===== src/hdl/core_defs.svh =====
`ifndef CORE_DEFS_SVH
`define CORE_DEFS_SVH

// Datapath width
`define XLEN 32

// Memory geometry in words
`define IMEM_WORDS 256
`define DMEM_WORDS 256
`define MEM_AW 8

// RV32I major opcodes
`define OPC_OP     7'b0110011
`define OPC_OPIMM  7'b0010011
`define OPC_LOAD   7'b0000011
`define OPC_STORE  7'b0100011
`define OPC_BRANCH 7'b1100011
`define OPC_JAL    7'b1101111
`define OPC_JALR   7'b1100111

// funct7 values for the base and alternate forms
`define F7_BASE 7'b0000000
`define F7_ALT  7'b0100000

// Word access only
`define F3_WORD 3'b010

`endif


===== src/hdl/corePkg.sv =====
`include "core_defs.svh"

package corePkg;

    typedef logic [`XLEN-1:0] wordT;
    typedef logic [4:0] regAddrT;
    typedef logic [`MEM_AW-1:0] memAddrT;

    typedef enum logic [1:0] {
        stFetch,
        stDecode,
        stExecute,
        stWriteback
    } stateT;

    typedef enum logic [3:0] {
        aluAdd, aluSub, aluAnd, aluOr, aluXor,
        aluSlt, aluSltu,
        aluSll, aluSrl, aluSra,
        aluEq, aluNe, aluLt, aluGe, aluLtu, aluGeu
    } aluOpT;

    typedef enum logic [1:0] {immI, immS, immB, immJ} immKindT;

    typedef enum logic {aRs1, aPc} aSelT;

    typedef enum logic [1:0] {bRs2, bImm, bFour} bSelT;

    typedef enum logic [1:0] {wbAlu, wbLoad, wbPcPlus4} wbSelT;

    typedef struct packed {
        logic    irWrite;
        logic    pcWrite;
        logic    regWrite;
        logic    memWrite;
        aSelT    aSel;
        bSelT    bSel;
        aluOpT   aluOp;
        immKindT immKind;
        wbSelT   wbSel;
        logic    pcFromAlu;     // Jump target from aluOut
        logic    pcFromBranch;  // Taken branch, pc plus immediate
        logic    retire;
    } ctrlT;

endpackage


===== src/hdl/alu.sv =====
`timescale 1ns/100ps

module alu
    import corePkg::*;
(
    input  aluOpT op,
    input  wordT  a,
    input  wordT  b,
    output wordT  result,
    output logic  cmpTrue
);

    logic       eq;
    logic       lt;
    logic       ltu;
    logic [4:0] shamt;

    assign eq    = (a == b);
    assign lt    = ($signed(a) < $signed(b));
    assign ltu   = (a < b);
    assign shamt = b[4:0];

    always_comb begin
        cmpTrue = 1'b0;
        result  = '0;
        case (op)
            aluAdd: result = a + b;
            aluSub: result = a - b;
            aluAnd: result = a & b;
            aluOr:  result = a | b;
            aluXor: result = a ^ b;
            aluSll: result = a << shamt;
            aluSrl: result = a >> shamt;
            aluSra: result = wordT'($signed(a) >>> shamt);
            aluSlt,
            aluLt:  cmpTrue = lt;
            aluSltu,
            aluLtu: cmpTrue = ltu;
            aluEq:  cmpTrue = eq;
            aluNe:  cmpTrue = !eq;
            aluGe:  cmpTrue = !lt;
            aluGeu: cmpTrue = !ltu;
            default: ;
        endcase
        case (op)
            aluSlt, aluSltu, aluEq, aluNe, aluLt, aluGe, aluLtu, aluGeu:
                result = wordT'(cmpTrue);  // Relation as 0 or 1
            default: ;
        endcase
    end

endmodule


===== config.mk =====
export PLATFORM = sky130hd
export DESIGN_NAME = alu
export DESIGN_NICKNAME = d
export VERILOG_FILES = /design/src/hdl/corePkg.sv /design/src/hdl/alu.sv
export VERILOG_INCLUDE_DIRS = /design/src /design/src/hdl
export SDC_FILE = /design/constraint.sdc
export NUM_CORES = 1
export LEC_CHECK = 0
export ABC_AREA = 1
export BUFFER_PORTS_ARGS = -buffer_cell sky130_fd_sc_hd__buf_2
export CAP_MARGIN = 20
export CORE_MARGIN = 8
export CORE_UTILIZATION = 30
export DETAILED_ROUTE_END_ITERATION = 10
export GPL_TIMING_DRIVEN = 0
export PLACE_DENSITY = 0.43
export SKIP_LAST_GASP = 1
export SLEW_MARGIN = 30
export SYNTH_ARGS = -nofsm -noshare
export SYNTH_HDL_FRONTEND = slang
export SYNTH_SLANG_ARGS = --single-unit

===== constraint.sdc =====
create_clock -name vclk -period 5
set_input_delay 1 -clock vclk [all_inputs]
set_output_delay 1 -clock vclk [all_outputs]
set_load 0.01 [all_outputs]

==> summary.md <==
| Metric | Value |
|---|---|
| Routability Congestion | 1.06 |
| Post-synthesis simple-gate area fraction | 53.8% |
| Hold-fix buffers, CTS | 0 |
| Die area | 0.0385 mm2 |
| Critical path's largest stage delay | 0.31 ns |
| Switching share of total power | 72.9% |
| CP max FO | 17 |
| First-pass GRT wire length | 92.6 mm |
| Worst-Margin Slew | 1.01 ns |
| Routed len/inst | 26.6 um |
| Routed vias | 14300 |
| Synth area leaders | nand2_1 23%, nand3_1 19%, ha_1 14% |
| Comb pwr share | 100.0% |
| PD cells | 116 mW/mm2 |
| Clock buf count | 0 |
| Final period util | 98.2% |
| Initial Util | 30.2% |
| WP data arrival | 3.91 ns |
| Antenna violations before repair | 0 |
| Final Non-Filler Cells | 2451 |
| Worst rel slew slack | 32.9% |
| ANT nets after route | 0 |
| Drt first pass iters | 6 |
| Synth Area in Adders | 14.4% |
| Fraction of layout cells with a size suffix above 1 | 10.7% |
| CP required | 4.00 ns |
| Multiplexer share of the synthesized area | 0% |
| Syn_nets | 2124 |
| Most frequent cell after synthesis | nand2_1 |
| Area post-placement | 0.0108 mm2 |
| Fin area | 0.0108 mm2 |
| Compound-Gate Fraction of Synth Area | 18.6% |
| Post-Synthesis Cells | 1945 |
| Final setup violation count | 0 |
| Switch Pwr | 919 uW |
| Combinational family with the most area after synthesis | simple AND/OR/NAND/NOR gates |
| DRT iter0 DRCs | 1506 |
| Vert. Die Dim | 196 um |
| Tightest Hold Check Type | in -> out |
| Number of port buffers | 101 |
| Core area | 0.0322 mm2 |
| DRT Wirelength | 65.1 mm |
| Placed Instances | 2454 |
| Crit path kind | in -> out |
| Maxcap violations | 0 |
| Post-synthesis cell area | 0.00973 mm2 |
| Number of cell rows | 66 |
| Largest net degree at the start of global routing | 18 |
| Average size of a mapped cell | 5.00 um2 |
| Outcome | completed |
| Area Growth Syn to Fin | 11.2% |
| Synth cell count leaders | 592 x nand2_1, 361 x nand3_1, 198 x inv_1 |
| Most frequent CP cell | nand2_1 |
| Peak VDD IR | 0.0000442 V |
| Sequential cell area | 0 um2 |
| Int Power | 341 uW |
| Leakage | 5.70 nW |
| DRC | 0 |
| Pwr Total | 1.26 mW |
| Seq_cells | 0 |
| Largest area contributor in the netlist | nand2_1 |
| Dpl hpwl | 56.1 mm |
| Fmax | 0.204 GHz |
| Worst Setup End Kind | output pin |
| Vias per cell | 5.82 |
| Final Max Slew Viols | 0 |
| Inserted Diodes | 0 |
| Fillers | 3902 |
| Startpoint types | input pin |
| Crit-path cells | buf_2 > buf_2 > inv_2 > buf_4 > ha_1 > inv_1 > nand3_1 > nand2_2 > inv_1 > o21ai_4 > nand2_1 > nand2_1 > nand2_1 > nand2_1 > nand2_1 > nand3_1 > nand3_1 > buf_2 |
| Final hold vios | 0 |
| Minimum clock period after layout | 4.91 ns |
| Gr usage total | 32.5% |
| Worst hold margin | 2.56 ns |
| Fin nets | 2224 |
| Io pins | 101 |
| Synth warn | 0 |
| Share of the synthesized area in the top cell type | 22.8% |
| Clock power frac | 0% |
| Overflow after GRT | 0 |
| Netlist cell types | 47 |
| Synth Area in XOR/XNOR | 0.0900% |
| Number of global-route vias before repair | 13900 |
| Sequential share of the synthesized area | 0% |
| Flop pwr share | 0% |
| RSZ-0062 raised after global routing | false |
| Area of the multi-input gates | 0.00853 mm2 |
| Slowest cell on the critical path | buf_4 |
| Chip Width | 196 um |
-- power groups by stage --
stage	logic, mW	clock network (mW)	registers, mW
global route	1.36	0	0
detailed placement	1.21	0	0
CTS	1.22	0	0
global placement	1.22	0	0
floorplan	0.727	0	0
finish	1.26	0	0
-- final timing paths --
path / from / endpoint / cells after the start
hold / removal: op[3] / cmpTrue / 6
setup / recovery: b[1] / result[31] / 18
-- kinds of logic (layout without fill, tap and decap cells) --
| family | after synthesis | after routing |
|---|---|---|
| buffers and inverters | 311 | 409 |
| XOR/XNOR | 1 | 1 |
| AND/OR/NAND/NOR | 1206 | 1206 |
| adder cells (fa/ha/maj) | 111 | 111 |
| AO/OA/AOI/OAI | 316 | 316 |
-- per-stage QoR --
stage / setup TNS [ns] / util [%] / setup WS [ns]
5_1_grt: 0 / 33.6 / 0.0302
4_1_cts: -0.0247 / 33.5 / -0.0247
3_3_place_gp: -8.85 / 33.4 / -0.604
6_report: 0 / 33.6 / 0.0878
2_1_floorplan: 0 / - / 0.949
3_5_place_dp: -7.02 / 33.4 / -0.535
-- area by class of cell --
class | count | area share [%]
Buffer | 86 | 4.09
Inverter | 222 | 7.73
Multi-Input combinational cell | 1634 | 78.8
Tap cell | 408 | 4.72
Timing Repair Buffer | 101 | 4.67
-- layer usage --
layer	wire [um]	GRT usage, %	share of wire (%)	up-vias
met2	30100	55.8	46	675
met1	26300	39.8	40	6736
met4	4350	18.0	6.7	0
li1	-	-	-	6677
met3	4250	2.57	6.5	175
met5	0	0	0	-
-- timing repair --
action	4_1_cts	5_1_grt
setup buffers	0	0
resized for setup	13	15
pin swaps	0	1
endpoints found under the setup margin	29	25
-- layout by cell type (no fill, tap or decap), types with 4 or more instances in the layout --
cell	n
clkbuf_2	4
o21ai_0	83
nor2_1	154
o21bai_1	11
nor2_2	8
nand4_1	30
buf_2	142
nand3_1	360
inv_2	22
nor2_4	6
a21oi_1	117
o22ai_1	22
nand3b_1	6
or2_1	4
nor3_1	27
o221ai_1	4
ha_1	108
buf_4	9
clkbuf_1	13
buf_1	14
o21a_1	11
inv_1	198
o21ai_1	17
nand2_2	6
o211ai_1	35
nand2_1	588
-- worst max-delay path, delay by kind of cell --
kind            cells  cell delay (ns)
fa+ha+maj           1             0.28
buf+inv             7             1.36
compound gates      1             0.27
simple gates        9             0.95
(Power assumes the default switching activity.)
