**src/hdl/core_defs.svh**
```systemverilog
`ifndef CORE_DEFS_SVH
`define CORE_DEFS_SVH

// Datapath width
`define XLEN 32

// Memory geometry in words
`define IMEM_WORDS 256
`define DMEM_WORDS 256
`define MEM_AW 8

// RV32I major opcodes
`define OPC_OP     7'b0110011
`define OPC_OPIMM  7'b0010011
`define OPC_LOAD   7'b0000011
`define OPC_STORE  7'b0100011
`define OPC_BRANCH 7'b1100011
`define OPC_JAL    7'b1101111
`define OPC_JALR   7'b1100111

// funct7 values for the base and alternate forms
`define F7_BASE 7'b0000000
`define F7_ALT  7'b0100000

// Word access only
`define F3_WORD 3'b010

`endif

```
**src/hdl/corePkg.sv**
```systemverilog
`include "core_defs.svh"

package corePkg;

    typedef logic [`XLEN-1:0] wordT;
    typedef logic [4:0] regAddrT;
    typedef logic [`MEM_AW-1:0] memAddrT;

    typedef enum logic [1:0] {
        stFetch,
        stDecode,
        stExecute,
        stWriteback
    } stateT;

    typedef enum logic [3:0] {
        aluAdd, aluSub, aluAnd, aluOr, aluXor,
        aluSlt, aluSltu,
        aluSll, aluSrl, aluSra,
        aluEq, aluNe, aluLt, aluGe, aluLtu, aluGeu
    } aluOpT;

    typedef enum logic [1:0] {immI, immS, immB, immJ} immKindT;

    typedef enum logic {aRs1, aPc} aSelT;

    typedef enum logic [1:0] {bRs2, bImm, bFour} bSelT;

    typedef enum logic [1:0] {wbAlu, wbLoad, wbPcPlus4} wbSelT;

    typedef struct packed {
        logic    irWrite;
        logic    pcWrite;
        logic    regWrite;
        logic    memWrite;
        aSelT    aSel;
        bSelT    bSel;
        aluOpT   aluOp;
        immKindT immKind;
        wbSelT   wbSel;
        logic    pcFromAlu;     // Jump target from aluOut
        logic    pcFromBranch;  // Taken branch, pc plus immediate
        logic    retire;
    } ctrlT;

endpackage

```
**src/hdl/controlFsm.sv**
```systemverilog
`timescale 1ns/100ps
`include "core_defs.svh"

module controlFsm
    import corePkg::*;
(
    input  logic  clk,
    input  logic  arstN,
    input  logic  run,
    input  wordT  instr,
    input  logic  cmpTrue,
    output ctrlT  ctrl,
    output stateT state
);

    logic [6:0] opcode;
    logic [2:0] funct3;
    logic [6:0] funct7;
    logic       f7Base;
    logic       f7Alt;

    logic    dWritesRd;
    logic    dStore;
    logic    dBranch;
    logic    dJump;
    aSelT    dASel;
    bSelT    dBSel;
    aluOpT   dAluOp;
    immKindT dImmKind;
    wbSelT   dWbSel;

    logic takenQ;

    assign opcode = instr[6:0];
    assign funct3 = instr[14:12];
    assign funct7 = instr[31:25];
    assign f7Base = (funct7 == `F7_BASE);
    assign f7Alt  = (funct7 == `F7_ALT);

    // Shared by register and immediate ALU forms
    function automatic aluOpT arithOp(input logic [2:0] f3, input logic alt, input logic isReg);
        case (f3)
            3'b000:  return (isReg && alt) ? aluSub : aluAdd;
            3'b001:  return aluSll;
            3'b010:  return aluSlt;
            3'b011:  return aluSltu;
            3'b100:  return aluXor;
            3'b101:  return alt ? aluSra : aluSrl;
            3'b110:  return aluOr;
            default: return aluAnd;
        endcase
    endfunction

    function automatic aluOpT branchOp(input logic [2:0] f3);
        case (f3)
            3'b001:  return aluNe;
            3'b100:  return aluLt;
            3'b101:  return aluGe;
            3'b110:  return aluLtu;
            3'b111:  return aluGeu;
            default: return aluEq;
        endcase
    endfunction

    // Instruction decode, independent of state
    always_comb begin
        dWritesRd = 1'b0;
        dStore    = 1'b0;
        dBranch   = 1'b0;
        dJump     = 1'b0;
        dASel     = aRs1;
        dBSel     = bRs2;
        dAluOp    = aluAdd;
        dImmKind  = immI;
        dWbSel    = wbAlu;
        case (opcode)
            `OPC_OP: begin
                if (f7Base || (f7Alt && (funct3 == 3'b000 || funct3 == 3'b101))) begin
                    dWritesRd = 1'b1;
                    dAluOp    = arithOp(funct3, funct7[5], 1'b1);
                end
            end
            `OPC_OPIMM: begin
                dBSel = bImm;
                if (funct3 == 3'b001) begin
                    dWritesRd = f7Base;
                end else if (funct3 == 3'b101) begin
                    dWritesRd = f7Base || f7Alt;
                end else begin
                    dWritesRd = 1'b1;
                end
                dAluOp = arithOp(funct3, funct7[5], 1'b0);
            end
            `OPC_LOAD: begin
                dBSel     = bImm;
                dWritesRd = (funct3 == `F3_WORD);
                dWbSel    = wbLoad;
            end
            `OPC_STORE: begin
                dBSel    = bImm;
                dImmKind = immS;
                dStore   = (funct3 == `F3_WORD);
            end
            `OPC_BRANCH: begin
                dImmKind = immB;
                dBranch  = (funct3[2:1] != 2'b01);
                dAluOp   = branchOp(funct3);
            end
            `OPC_JAL: begin
                dASel     = aPc;
                dBSel     = bImm;
                dImmKind  = immJ;
                dWritesRd = 1'b1;
                dJump     = 1'b1;
                dWbSel    = wbPcPlus4;
            end
            `OPC_JALR: begin
                if (funct3 == 3'b000) begin
                    dBSel     = bImm;
                    dWritesRd = 1'b1;
                    dJump     = 1'b1;
                    dWbSel    = wbPcPlus4;
                end
            end
            default: ;  // Unknown opcode retires as a nop
        endcase
    end

    always_ff @(posedge clk or negedge arstN) begin
        if (!arstN) begin
            state <= stFetch;
        end else if (run || state != stFetch) begin
            case (state)
                stFetch:   state <= stDecode;
                stDecode:  state <= stExecute;
                stExecute: state <= stWriteback;
                default:   state <= stFetch;
            endcase
        end
    end

    always_ff @(posedge clk or negedge arstN) begin
        if (!arstN) begin
            takenQ <= 1'b0;
        end else if (state == stExecute) begin
            takenQ <= dBranch & cmpTrue;
        end
    end

    always_comb begin
        ctrl         = '0;
        ctrl.immKind = dImmKind;
        ctrl.wbSel   = dWbSel;
        case (state)
            stFetch: begin
                ctrl.irWrite = run;
            end
            stExecute: begin
                ctrl.aSel  = dASel;
                ctrl.bSel  = dBSel;
                ctrl.aluOp = dAluOp;
            end
            stWriteback: begin
                // ALU is free here and produces pc plus four
                ctrl.aSel         = aPc;
                ctrl.bSel         = bFour;
                ctrl.aluOp        = aluAdd;
                ctrl.regWrite     = dWritesRd;
                ctrl.memWrite     = dStore;
                ctrl.pcWrite      = 1'b1;
                ctrl.pcFromAlu    = dJump;
                ctrl.pcFromBranch = dBranch & takenQ;
                ctrl.retire       = 1'b1;
            end
            default: ;
        endcase
    end

endmodule

```
**config.mk**
```make
export PLATFORM = sky130hd
export DESIGN_NAME = controlFsm
export DESIGN_NICKNAME = d
export VERILOG_FILES = /design/src/hdl/corePkg.sv /design/src/hdl/controlFsm.sv
export VERILOG_INCLUDE_DIRS = /design/src /design/src/hdl
export SDC_FILE = /design/constraint.sdc
export NUM_CORES = 1
export LEC_CHECK = 0
export ABC_AREA = 1
export BUFFER_PORTS_ARGS = -buffer_cell sky130_fd_sc_hd__buf_2
export CORE_MARGIN = 3
export CORE_UTILIZATION = 30
export DETAILED_ROUTE_END_ITERATION = 16
export PLACE_DENSITY = 0.69
export SLEW_MARGIN = 20
export SYNTH_ARGS = -nofsm -noshare
export SYNTH_HDL_FRONTEND = slang
export SYNTH_SLANG_ARGS = --single-unit
```
**constraint.sdc**
```tcl
create_clock -name clk -period 2.27 [get_ports clk]
set_input_delay 0.227 -clock clk [delete_from_list [all_inputs] [get_ports clk]]
set_output_delay 0.227 -clock clk [all_outputs]
set_load 0.01 [all_outputs]
```
==> results.py <==
metrics = {
    "grt": {
        "grt_pass1_vias": 770,
        "grt_max_degree": 10,
        "grt-ovfl-total": 0,
        "grt_usage": 0.1442,
        "antenna_found_initial": 0,
        "grt_pass1_wl_um": 3049,
    },
    "die": {
        "die_area_um2": 2754,
        "initial_core_util": 0.3238,
        "core_area_um2": 2002,
        "die_y_um": 52.48,
        "die_w_um": 52.48,
        "num_rows": 16,
        "ios": 56,
    },
    "power": {
        "power.switching_uw": 236.5,
        "seq_power_share": 0.186,
        "power_density_nw_per_um2": 546.9,
        "ir_worst_vdd_mv": 0.4948,
        "p_int_uw": 253.5,
        "switching_share": 0.4827,
        "clkPwrFrac": 0.190,
        "power_leakage_uw": 0.0005310,
        "p_comb_frac": 0.624,
    },
    "detailed_routing": {
        "drc": 0,
        "detail_route.iter0.violations": 13,
        "drt-pass1-iter-count": 4,
        "postRouteAntennaNets": 0,
        "drt-vias-per-instance": 4.656,
        "dr_total_vias": 866,
        "routed_wl_um": 1862,
        "wl_per_cell_um": 10.01,
    },
    "sta": {
        "slew_headroom": 0.8098,
        "fin_skew_ps": 3.004,
        "clock.fmax_mhz": 605.6,
        "layout_setup_ws_ps": 618.8,
        "finalHoldViolCount": 0,
        "fin_tns_setup_ps": 0,
        "setup_violations": 0,
        "finalCritPeriodShare": 0.7274,
        "slew_viol_final": 0,
        "worstMarginPinSlew_ps": 284.9,
        "period_minus_slack_ps": 1651,
        "rsz0062_at_grt": "false",
    },
    "cells_and_area": {
        "layout_common_cells": "40 x buf_2, 30 x nand2_1, 18 x inv_1",
        "diodes": 0,
        "syn_to_final_growth_pct": 38.22,
        "layout-drive-gt1-share": 0.3836,
        "area.sequential_um2": 75.07,
        "final_nets": 199,
        "multi_input_area_um2": 456.7,
        "fill_cells": 221,
        "final_common_cell": "buf_2",
    },
    "setup_path": {
        "cp_common_cell": "inv_1",
        "cp_slowest_stage_delay_ps": 360,
        "critPathMaxFanout": 7,
        "crit_buf_inv": 3,
        "r2r_setup_slack_ps": 1090,
        "cp.arrival_ps": 1420,
        "crit_slowest_cell": "dfrtp_1",
        "crit_required_ps": 2040,
        "critPathTopFamily": "buffers and inverters",
        "crit_chain": "inv_1 > ha_1 > inv_1 > o21ai_0 > buf_2",
        "crit_path_end_kind": "primary output",
        "rr_endpoint": "state[0]$_DFFE_PN0P_",
        "crit_type": "reg2out",
        "regToRegStartpoint": "state[0]$_DFFE_PN0P_",
        "critPathLaunchType": "flip-flop",
        "rr_worst_depth": 4,
    },
    "hold_path": {
        "hold_path_depth": 3,
        "hold_end": "takenQ$_DFFE_PN0P_",
        "worstHoldStart": "cmpTrue",
        "hp-class": "in2reg",
    },
    "clock_network": {
        "clkSlewWorstSetupHoldPaths_ps": 40,
        "cts_max_level": 1,
        "cts_buffers": 3,
        "insertion_delay_ps": 230,
        "clock_path_buffers": 2,
        "holdBufCountCts": 1,
        "ctsResizeCount": 0,
        "cts_setup_buffers": 0,
        "cts.sinks": 3,
        "root_buffer": "clkbuf_4",
        "tritoncts": "done",
    },
    "place": {
        "hpwlAfterDp_um": 1574,
        "place_congestion": 0.8846,
        "pre_cts_ws_ps": 801.6,
        "io_buffer_count": 40,
    },
    "yosys": {
        "yosysWarnings": 0,
        "syn_inst": 117,
        "synthSimpleGateAreaFrac": 0.5097,
        "synth_compound_area_frac": 0.1371,
        "synthesis.nets": 156,
        "ys_seq_area_frac": 0.1158,
        "syn_area_per_cell_um2": 5.540,
        "ys_ff_latch": 3,
        "synth.mux.area_fraction": 0,
        "synth_top_family_by_area": "simple AND/OR/NAND/NOR gates",
        "yosys.area_share.xor_xnor": 0,
        "synth_area_um2": 648.1,
        "yosys.area_share.adder": 0.05792,
        "synth.distinct_cells": 24,
    },
    "run_status": {
        "outcome": "finished, final reports clean",
    },
    "run": {
        "drv_cap": 0,
    },
}
power groups by stage:
stage / Sequential [uW] / Clock [uW] / Combinational (uW)
after global placement: 91.3 / 0 / 296
final: 91.0 / 93.3 / 306
after detailed placement: 91.8 / 0 / 305
after global routing: 96.1 / 98.1 / 347
after floorplan: 98.6 / 0 / 205
after CTS: 91.3 / 97.8 / 308
state kept, by name (all words and copies together), names as in the netlist:
register / flops
state: 2
takenQ: 1
stage by stage:
stage | total power [uW] | instances | instance area [um^2] | utilization | hold WS [ps]
2_1_floorplan | 303.8 | 117 | 648.1 | - | -68.59
3_3_place_gp | 387.7 | 181 | 859.6 | 0.4294 | 24.82
3_5_place_dp | 397.2 | 181 | 859.6 | 0.4294 | 25.69
4_1_cts | 497.4 | 186 | 895.9 | 0.4475 | 262.5
5_1_grt | 540.8 | 186 | 895.9 | 0.4475 | 290.0
6_report | 490.0 | 186 | 895.9 | 0.4475 | 267.1
layout make-up:
class | count | share of cell area
Tap cell | 27 | 0.03771
Clock buffer | 4 | 0.02933
Sequential cell | 3 | 0.08380
Timing Repair Buffer | 41 | 0.2346
Multi-Input combinational cell | 86 | 0.5098
Inverter | 25 | 0.1047
Yosys cell counts (all sizes together):
| cell type | number | share of area |
|---|---|---|
| a21oi | 8 | 0.073 |
| nand3 | 12 | 0.11 |
| nand4 | 3 | 0.029 |
| nand2b | 1 | 0.0097 |
| inv | 24 | 0.14 |
| o22ai | 1 | 0.0097 |
| dfrtp | 3 | 0.12 |
| clkinv | 1 | 0.0058 |
| nor3 | 2 | 0.023 |
| buf | 3 | 0.035 |
| ha | 3 | 0.058 |
| nor2 | 17 | 0.13 |
| o21ai | 4 | 0.031 |
| a22oi | 2 | 0.023 |
| nand2 | 33 | 0.21 |
how the worst max path moves through the flow:
stage,start,to,slack [ps],cells after the start
final,state[0]$_DFFE_PN0P_,ctrl[13],620,5
after global routing,state[0]$_DFFE_PN0P_,ctrl[10],460,5
after CTS,state[0]$_DFFE_PN0P_,ctrl[13],590,5
after detailed placement,instr[3],ctrl[10],800,9
after global placement,instr[3],ctrl[15],820,11
after floorplan,state[1]$_DFFE_PN0P_,ctrl[1],900,3
worst min-delay path, delay by kind of cell:
| family | cells | cell delay, ps |
|---|---|---|
| compound gates | 1 | 70 |
| buf+inv | 1 | 100 |
| simple gates | 1 | 50 |
per-layer routing:
| metal | routed length, um | GRT usage | vias up |
|---|---|---|---|
| met2 | 882 | 0.2521 | 32 |
| met5 | 0 | 0 | - |
| met1 | 813 | 0.1721 | 380 |
| met4 | 39 | 0.07660 | 0 |
| li1 | - | - | 448 |
| met3 | 127 | 0.01140 | 6 |
cell families (layout without fill, tap and decap cells):
logic type | Yosys count | count (layout)
and+or+nand+nor | 68 | 68
adders and majority gates | 3 | 3
AOI/OAI and AO/OA | 15 | 15
DFF | 3 | 3
buffers and inverters | 28 | 70
(Power assumes the default switching activity.)
