$ cat config.mk
export PLATFORM = sky130hd
export DESIGN_NAME = immGen
export DESIGN_NICKNAME = d
export VERILOG_FILES = /design/src/hdl/corePkg.sv /design/src/hdl/immGen.sv
export VERILOG_INCLUDE_DIRS = /design/src /design/src/hdl
export SDC_FILE = /design/constraint.sdc
export NUM_CORES = 1
export LEC_CHECK = 0
export BUFFER_PORTS_ARGS = -buffer_cell sky130_fd_sc_hd__clkbuf_2
export CAP_MARGIN = 20
export CORE_AREA = 8 8 45 47
export DETAILED_ROUTE_END_ITERATION = 8
export DIE_AREA = 0 0 53 55
export GPL_ROUTABILITY_DRIVEN = 0
export MAX_ROUTING_LAYER = met4
export PLACE_DENSITY = 0.8
export SKIP_LAST_GASP = 1
export SLEW_MARGIN = 0
export SYNTH_ARGS = -nofsm -noshare
export SYNTH_HDL_FRONTEND = slang
export SYNTH_SLANG_ARGS = --single-unit
$ cat constraint.sdc
create_clock -name vclk -period 1.1
set_input_delay 0.22 -clock vclk [all_inputs]
set_output_delay 0.22 -clock vclk [all_outputs]
set_load 0.02 [all_outputs]
$ cat src/hdl/core_defs.svh
`ifndef CORE_DEFS_SVH
`define CORE_DEFS_SVH

// Datapath width
`define XLEN 32

// Memory geometry in words
`define IMEM_WORDS 256
`define DMEM_WORDS 256
`define MEM_AW 8

// RV32I major opcodes
`define OPC_OP     7'b0110011
`define OPC_OPIMM  7'b0010011
`define OPC_LOAD   7'b0000011
`define OPC_STORE  7'b0100011
`define OPC_BRANCH 7'b1100011
`define OPC_JAL    7'b1101111
`define OPC_JALR   7'b1100111

// funct7 values for the base and alternate forms
`define F7_BASE 7'b0000000
`define F7_ALT  7'b0100000

// Word access only
`define F3_WORD 3'b010

`endif

$ cat src/hdl/corePkg.sv
`include "core_defs.svh"

package corePkg;

    typedef logic [`XLEN-1:0] wordT;
    typedef logic [4:0] regAddrT;
    typedef logic [`MEM_AW-1:0] memAddrT;

    typedef enum logic [1:0] {
        stFetch,
        stDecode,
        stExecute,
        stWriteback
    } stateT;

    typedef enum logic [3:0] {
        aluAdd, aluSub, aluAnd, aluOr, aluXor,
        aluSlt, aluSltu,
        aluSll, aluSrl, aluSra,
        aluEq, aluNe, aluLt, aluGe, aluLtu, aluGeu
    } aluOpT;

    typedef enum logic [1:0] {immI, immS, immB, immJ} immKindT;

    typedef enum logic {aRs1, aPc} aSelT;

    typedef enum logic [1:0] {bRs2, bImm, bFour} bSelT;

    typedef enum logic [1:0] {wbAlu, wbLoad, wbPcPlus4} wbSelT;

    typedef struct packed {
        logic    irWrite;
        logic    pcWrite;
        logic    regWrite;
        logic    memWrite;
        aSelT    aSel;
        bSelT    bSel;
        aluOpT   aluOp;
        immKindT immKind;
        wbSelT   wbSel;
        logic    pcFromAlu;     // Jump target from aluOut
        logic    pcFromBranch;  // Taken branch, pc plus immediate
        logic    retire;
    } ctrlT;

endpackage

$ cat src/hdl/immGen.sv
`timescale 1ns/100ps

module immGen
    import corePkg::*;
(
    input  wordT    instr,
    input  immKindT kind,
    output wordT    imm
);

    logic sign;

    assign sign = instr[31];

    always_comb begin
        case (kind)
            immS: begin
                imm = {{20{sign}}, instr[31:25], instr[11:7]};
            end
            immB: begin
                imm = {{19{sign}}, instr[31], instr[7], instr[30:25], instr[11:8], 1'b0};
            end
            immJ: begin
                imm = {{11{sign}}, instr[31], instr[19:12], instr[20], instr[30:21], 1'b0};
            end
            default: begin
                imm = {{20{sign}}, instr[31:20]};  // I format, also shift amounts
            end
        endcase
    end

endmodule

==> impl_results.md, run 1 <==
* Starting Density at approximately a quarter
* Most instantiated library cell after synthesis: buf_4
* Fin nets at between 100 and 150
* Initial DRC Count at 2
* Violated checks: setup timing
* Sequential share of power at 0%
* Area of the mapped netlist at 323 um2
* Setup TNS at -1.79 ns
* Routed wire length at around 1700 um
* Hold WC Path Type: in -> out
* Post-DRT Antenna Nets at 0
* Die height at ~55 um
* Logic pwr share at 100.0%
* Max-slew violations at 0
* DPL Wire Length at 1070 um
* Met3 wire len at between 150 and 200 um
* Syn-to-layout area delta at 146%
* Met1 WL at between 500 and 600 um
* Vias per std cell at ~4.5
* Drt wl/cell at about 19 um
* Synth top area cells: buf_4 44%, a31o_2 22%, mux2_2 14%
* Largest net degree at the start of global routing at 13
* Worst EP required at ~0.88 ns
* Period utilization at 117%
* Diode count at 0
* Setup WS pre-CTS at -0.249 ns
* Final Hold Vio Count at 0
* MaxCap Viol Count at 0
* Tot Pwr at between 0.4 and 0.5 mW
* Die area at between 0.002 and 0.003 mm2
* Layout cells sized above 1 at roughly 96%
* Row cnt at 14
* CP arrival at between 1 and 1.5 ns
* Psw at between 0.2 and 0.25 mW
* CP endpoint kind: output port
* Ports at between 60 and 70
* Placed insts at 88
* Worst hold start: instr[27]
* Top cells by count, synth: 19 x buf_4, 8 x a31o_2, 4 x mux2_2
* Power per cell area at between 600 and 700 mW/mm2
* Mapped Cells at 39
* Core ar. at approximately 0.0014 mm2
* Critical Path Source: kind[0]
* Met2 routed WL at 953 um
* Uppermost layer routed: met3
* Reg area at 0 um2
* Post-synth top area share at between 40 and 50%
* Die X-Extent at 53 um
* Clock share of power at 0%
* Global Route Usage Sum at a little under 10%
* Residual DRC count at 0
* Critical path type: in -> out
* Outcome: finished with violations
* Yosys top cell by area: buf_4
* Post-synth cell types at 9
* Relative slew margins at a little over four fifths
* Leak at about 0.42 nW
* Vias in the first global route at around 420
* Sequential cell count at 0
* GRT overflow at 0
* Max Freq at ~770 MHz
* # fillers at approximately 120
* Mapped Nets at 73
* PortBufs at 47
* First-pass GRT wire length at about 2100 um
* Synth Area per Inst at just over 8 um2
* Count of final setup violators at 14
* Peak supply drop at a little under 0.3 mV
* Startpoint types: input pin
* RSZ-0062 raised after global routing: yes
* YS warnings at 0
* Non-Filler Instances at 90
* Maximum fanout along the worst path at 4
* Share of the yosys chip area belonging to registers at 0%
* Tmin final at 1.29 ns
* Setup WS post-layout at -0.192 ns
* Clock buffers at 0
* Worst Tran Pin Value at between 0.2 and 0.25 ns
* Switching share of power at between 40% and 50%
* Drt first pass iters at 4
* Via count at just over 400
* Initial antenna violation count at 0
* Internal power at between 0.2 and 0.3 mW
-- power by group through the flow --
stage | sequential (mW) | clock (mW) | combinational [mW]
global placement | 0 | 0 | 0.297
finish | 0 | 0 | 0.492
floorplan | 0 | 0 | 0.233
global route | 0 | 0 | 0.517
CTS | 0 | 0 | 0.417
detailed placement | 0 | 0 | 0.302
-- kinds of logic after synthesis --
kind of cell           count (synthesis)  share of synthesized area (%)
buffers and inverters                 20                           45.7
AO/OA/AOI/OAI                         10                           26.7
XOR/XNOR                               1                           5.04
multiplexers                           6                           20.2
AND/OR/NAND/NOR                        2                           2.33
-- through the flow --
| stage | hold WS, ns | area (um2) | util (%) |
|---|---|---|---|
| 4_1_cts | 0.440 | 687 | 49.6 |
| 2_1_floorplan | 0.553 | 323 | - |
| 3_5_place_dp | 0.440 | 475 | 34.4 |
| 6_report | 0.440 | 793 | 57.3 |
| 5_1_grt | 0.440 | 793 | 57.3 |
| 3_3_place_gp | 0.440 | 475 | 34.4 |
-- worst paths after layout --
check	endpoint	slack, ns	cells after the start
max	imm[3]	-0.19	4
min	imm[7]	0.44	0
-- cell usage in the layout, fill, tap and decap left out, drive strengths merged --
| cell | count |
|---|---|
| clkbuf | 34 |
| a21boi | 1 |
| nor2 | 2 |
| buf | 21 |
| xor2 | 1 |
| a21oi | 1 |
| a31o | 8 |
| mux2i | 2 |
| mux2 | 4 |
-- layout make-up --
type	count	area (um2)	area share, %
Timing Repair Buffer	55	505	63.7
Multi-Input combinational cell	19	268	33.8
Tap cell	16	20.0	2.52
-- layer usage --
metal	global-route usage (%)	vias to the layer above
met5	-	-
met4	0.431	0
met3	2.41	0
met2	18.2	29
met1	10.3	182
li1	-	193
-- critical path: stages --
cell and delay [ns]:
clkbuf_16 0.13, xor2_4 0.25, mux2_4 0.34, buf_8 0.13
-- timing repair --
action	4_1_cts	5_1_grt
cloned	0	0
hold buffers	0	0
setup endpoints to repair	14	14
resized for setup	45	22
buffers inserted	1	2
pin swaps	4	4
No activity file was read; power rests on OpenSTA's default activity.
==> inputs of run 2 (changes only) <==
--- a/config.mk
+++ b/config.mk
@@ -8,12 +8,14 @@
 export LEC_CHECK = 0
 export BUFFER_PORTS_ARGS = -buffer_cell sky130_fd_sc_hd__clkbuf_2
 export CAP_MARGIN = 20
-export CORE_AREA = 8 8 45 47
+export CELL_PAD_IN_SITES_DETAIL_PLACEMENT = 1
+export CELL_PAD_IN_SITES_GLOBAL_PLACEMENT = 1
+export CORE_MARGIN = 8
+export CORE_UTILIZATION = 14
 export DETAILED_ROUTE_END_ITERATION = 8
-export DIE_AREA = 0 0 53 55
 export GPL_ROUTABILITY_DRIVEN = 0
 export MAX_ROUTING_LAYER = met4
-export PLACE_DENSITY = 0.8
+export PLACE_DENSITY_LB_ADDON = 0.1
 export SKIP_LAST_GASP = 1
 export SLEW_MARGIN = 0
 export SYNTH_ARGS = -nofsm -noshare
==> impl_results.md, run 2 (synthesis gave the netlist of run 1 again) <==
* # fillers at ~250
* Drt first pass iters at 2
* Core ar. at between 0.002 and 0.0025 mm2
* Power per cell area at about 610 mW/mm2
* Critical path type: in -> out
* Met3 Use GR at around 1.2%
* Reg area at 0 um2
* Fin nets at 110
* Layout cells sized above 1 at between 90% and 100%
* GRT overflow at 0
* Relative slew margins at approximately 83%
* Setup TNS at -1.82 ns
* Largest net degree at the start of global routing at 14
* Worst EP required at between 0.8 and 0.9 ns
* Post-Route Utilization at a little over a third
* PortBufs at 47
* Grt met1 use at 7.35%
* Tmin final at between 1 and 1.5 ns
* Post-DRT Antenna Nets at 0
* WHS Path Cells at 0
* Setup WS post-layout at -0.209 ns
* Die X-Extent at ~64 um
* First-pass GRT wire length at approximately 2300 um
* Vias per std cell at about 4.0
* Hold WC Path Type: in -> out
* Hold-fix buffers at CTS at 0
* Max-slew violations at 0
* Drt wl/cell at 18.1 um
* Leak at 0.413 nW
* Residual DRC count at 0
* Outcome: finished with violations
* Die height at ~64 um
* Worst Tran Pin Value at 0.249 ns
* Starting Density at 14.7%
* Final hold slack at approximately 0.44 ns
* Row cnt at 17
* Met2 Use GR at ~14%
* Maximum fanout along the worst path at 4
* Global Route Usage Sum at 6.94%
* Non-Filler Instances at roughly 100
* MaxCap Viol Count at 0
* Ports at 66
* Final Hold Vio Count at 0
* DPL Wire Length at 1230 um
* Routed wire length at between 1500 and 2000 um
* Clock buffers at 0
* Most Crowded Layer GR: met2
* Syn-to-layout area delta at 147%
* Commonest non-fill, non-tap cell in the layout: clkbuf_2
* Vias in the first global route at 423
* CP arrival at around 1.1 ns
* Setup WS pre-CTS at -0.254 ns
* Max Freq at ~760 MHz
* Initial DRC Count at 2
* Via count at roughly 410
* Placed insts at 100
* Sequential cell count at 0
* Die area at between 0.004 and 0.005 mm2
* Count of final setup violators at 14
* Startpoint types: input pin
* Most frequent cells in the layout: 31 x clkbuf_2, 13 x buf_8, 7 x a31o_4
* Peak supply drop at about 0.21 mV
* Violated checks: setup timing
* Diode count at 0
* Period utilization at 119%
* CP endpoint kind: output port
* RSZ-0062 raised after global routing: yes
* Initial antenna violation count at 0
==> run 2: changes by cell type in the layout (fill, tap and decap cells not counted), sizes merged <==
| cell | delta |
|---|---|
| buf | +1 |
| clkbuf | -1 |
==> run 2: layout make-up <==
class / count / area (um2) / area share, %
Multi-Input combinational cell: 19 / 270 / 33.9
Tap cell: 28 / 35.0 / 4.40
Timing Repair Buffer: 55 / 492 / 61.7
==> run 2: path summary, 6_finish.rpt <==
| check | end | start | slack, ns |
|---|---|---|---|
| max | imm[3] | kind[0] | -0.21 |
| min | imm[5] | instr[25] | 0.44 |
==> run 2: worst max-delay path, stage by stage <==
cell and delay [ns]:
clkbuf_16 0.13, xor2_4 0.26, mux2_4 0.34, buf_8 0.13
==> run 2: layer usage <==
| layer | up-vias | wire (um) |
|---|---|---|
| met1 | 189 | 713 |
| met2 | 25 | 1050 |
| met4 | 0 | 0 |
| met3 | 0 | 88 |
| li1 | 192 | - |
| met5 | - | 0 |
==> run 2: timing repair <==
item / 4_1_cts / 5_1_grt
endpoints found under the setup margin: 14 / 14
gates cloned: 0 / 0
hold endpoints to repair: 0 / 0
gates resized for setup: 40 / 25
buffers inserted: 1 / 1
pin swaps: 3 / 2
==> run 2: power breakdown <==
part | internal, mW | switching (mW)
registers | 0 | 0
logic | 0.267 | 0.220
clock network | 0 | 0
total | 0.267 | 0.220
==> run 2: per-stage QoR <==
step                      power, mW  instance area (um2)
after floorplan               0.233                  323
after global placement        0.308                  490
after detailed placement      0.305                  490
after CTS                     0.411                  688
after global routing          0.511                  797
final                         0.487                  797
==> inputs of run 3 (changes only) <==
==> constraint.sdc (replaced) <==
create_clock -name vclk -period 1.1
set_input_delay 0.22 -clock vclk [all_inputs]
set_output_delay 0.22 -clock vclk [all_outputs]
set_load 0.05 [all_outputs]
==> impl_results.md, run 3 (synthesis gave the netlist of run 1 again) <==
* Via count at between 400 and 500
* Peak supply drop at 0.350 mV
* Internal power at around 0.32 mW
* Vias per std cell at between 4 and 5
* Logic pwr share at 100.0%
* CP endpoint kind: output port
* Global Route Usage Sum at about 8%
* Clock buffers at 0
* Critical path type: in -> out
* Relative slew margins at around 80%
* Sequential share of power at 0%
* Most frequent cells in the layout: 31 x clkbuf_2, 8 x a31o_4, 8 x buf_12
* Die area at 0.00410 mm2
* Outcome: finished with violations
* Worst EP required at roughly 0.9 ns
* Post-Route Utilization at around two fifths
* Leak at roughly 0.43 nW
* Power per cell area at approximately 800 mW/mm2
* Fin nets at ~110
* CP arrival at approximately 1.1 ns
* Tmin final at about 1.3 ns
* Critical Path Source: kind[1]
* Worst hold start: instr[27]
* Ports at 66
* Starting Density at about 15%
* PortBufs at 47
* Initial DRC Count at 6
* Vias in the first global route at 457
* First-pass GRT wire length at between 2000 and 3000 um
* Drt wl/cell at 16.8 um
* Final Hold Vio Count at 0
* Placed Area at between 600 and 700 um2
* Period utilization at 122%
* RSZ-0062 raised after global routing: yes
* DPL Wire Length at around 1300 um
* Commonest non-fill, non-tap cell in the layout: clkbuf_2
* Row cnt at 17
* Maximum fanout along the worst path at 4
* Core ar. at around 0.0022 mm2
* Fin area at a little under 900 um2
* Die X-Extent at between 60 and 70 um
* Psw at a little under 0.4 mW
* Residual DRC count at 0
* Clock share of power at 0%
* Max Freq at ~750 MHz
* MaxCap Viol Count at 0
* Die height at ~64 um
* Post-DRT Antenna Nets at 0
* GRT overflow at 0
* Reg area at 0 um2
* Routed wire length at around 1700 um
* Largest net degree at the start of global routing at 14
* Diode count at 0
* Layout cells sized above 1 at slightly below 100%
* Initial antenna violation count at 0
* Max-slew violations at 0
* Hold WC Path Type: in -> out
* Syn-to-layout area delta at 175%
* Sequential cell count at 0
* Violated checks: setup timing
* Worst Tran Pin Value at 0.285 ns
* # fillers at between 200 and 250
* Setup WS post-layout at -0.239 ns
* Count of final setup violators at 14
* Drt first pass iters at 2
* Switching share of power at between 50% and 60%
* Startpoint types: input pin
run 3: changes by cell type in the layout (fill, tap and decap cells not counted), sizes merged:
cell,change
clkbuf,+1
buf,-2
run 3: final cells by class:
type                       count  area [um2]  share of cell area, %
tap                           28        35.0                   3.95
timing repair buffer          54         537                   60.5
multi-input combinational     19         315                   35.5
run 3: stage by stage:
stage / hold WS, ns / setup WS (ns) / TNS [ns] / cells / power, mW
finish: 0.440 / -0.239 / -2.30 / 101 / 0.706
global route: 0.440 / -0.270 / -2.70 / 101 / 0.732
CTS: 0.440 / -0.226 / -2.46 / 101 / 0.697
detailed placement: 0.440 / -0.326 / -3.27 / 101 / 0.566
global placement: 0.440 / -0.310 / -3.19 / 101 / 0.566
floorplan: 0.607 / -0.0323 / -0.129 / 39 / 0.429
run 3: worst paths after layout:
path | to | slack (ns) | cells past startpoint
worst min-delay path | imm[7] | 0.44 | 0
worst max-delay path | imm[4] | -0.24 | 4
run 3: power by group through the flow:
stage / Clock [mW] / Combinational (mW) / Sequential [mW]
2_1_floorplan: 0 / 0.429 / 0
5_1_grt: 0 / 0.732 / 0
4_1_cts: 0 / 0.697 / 0
3_3_place_gp: 0 / 0.566 / 0
6_report: 0 / 0.706 / 0
3_5_place_dp: 0 / 0.566 / 0
run 3: what timing repair did:
action                                  CTS  global route
setup buffers                             0             0
endpoints found under the setup margin   14            14
resized for setup                        41             5
hold endpoints to repair                  0             0
cloned                                    0             0
hold buffers                              0             0
pin swaps                                 2             1
run 3: critical path, stage by stage:
cell	delay (ns)
clkbuf_16	0.13
xor2_4	0.25
mux2_4	0.34
clkbuf_16	0.17
run 3: routing by layer:
metal  track usage [%]  up-vias  wire (um)
li1                  -      189          -
met1              8.16      200        598
met2              14.6       27        943
met3              2.96        0        154
met4                 0        0          0
met5                 -        -          0
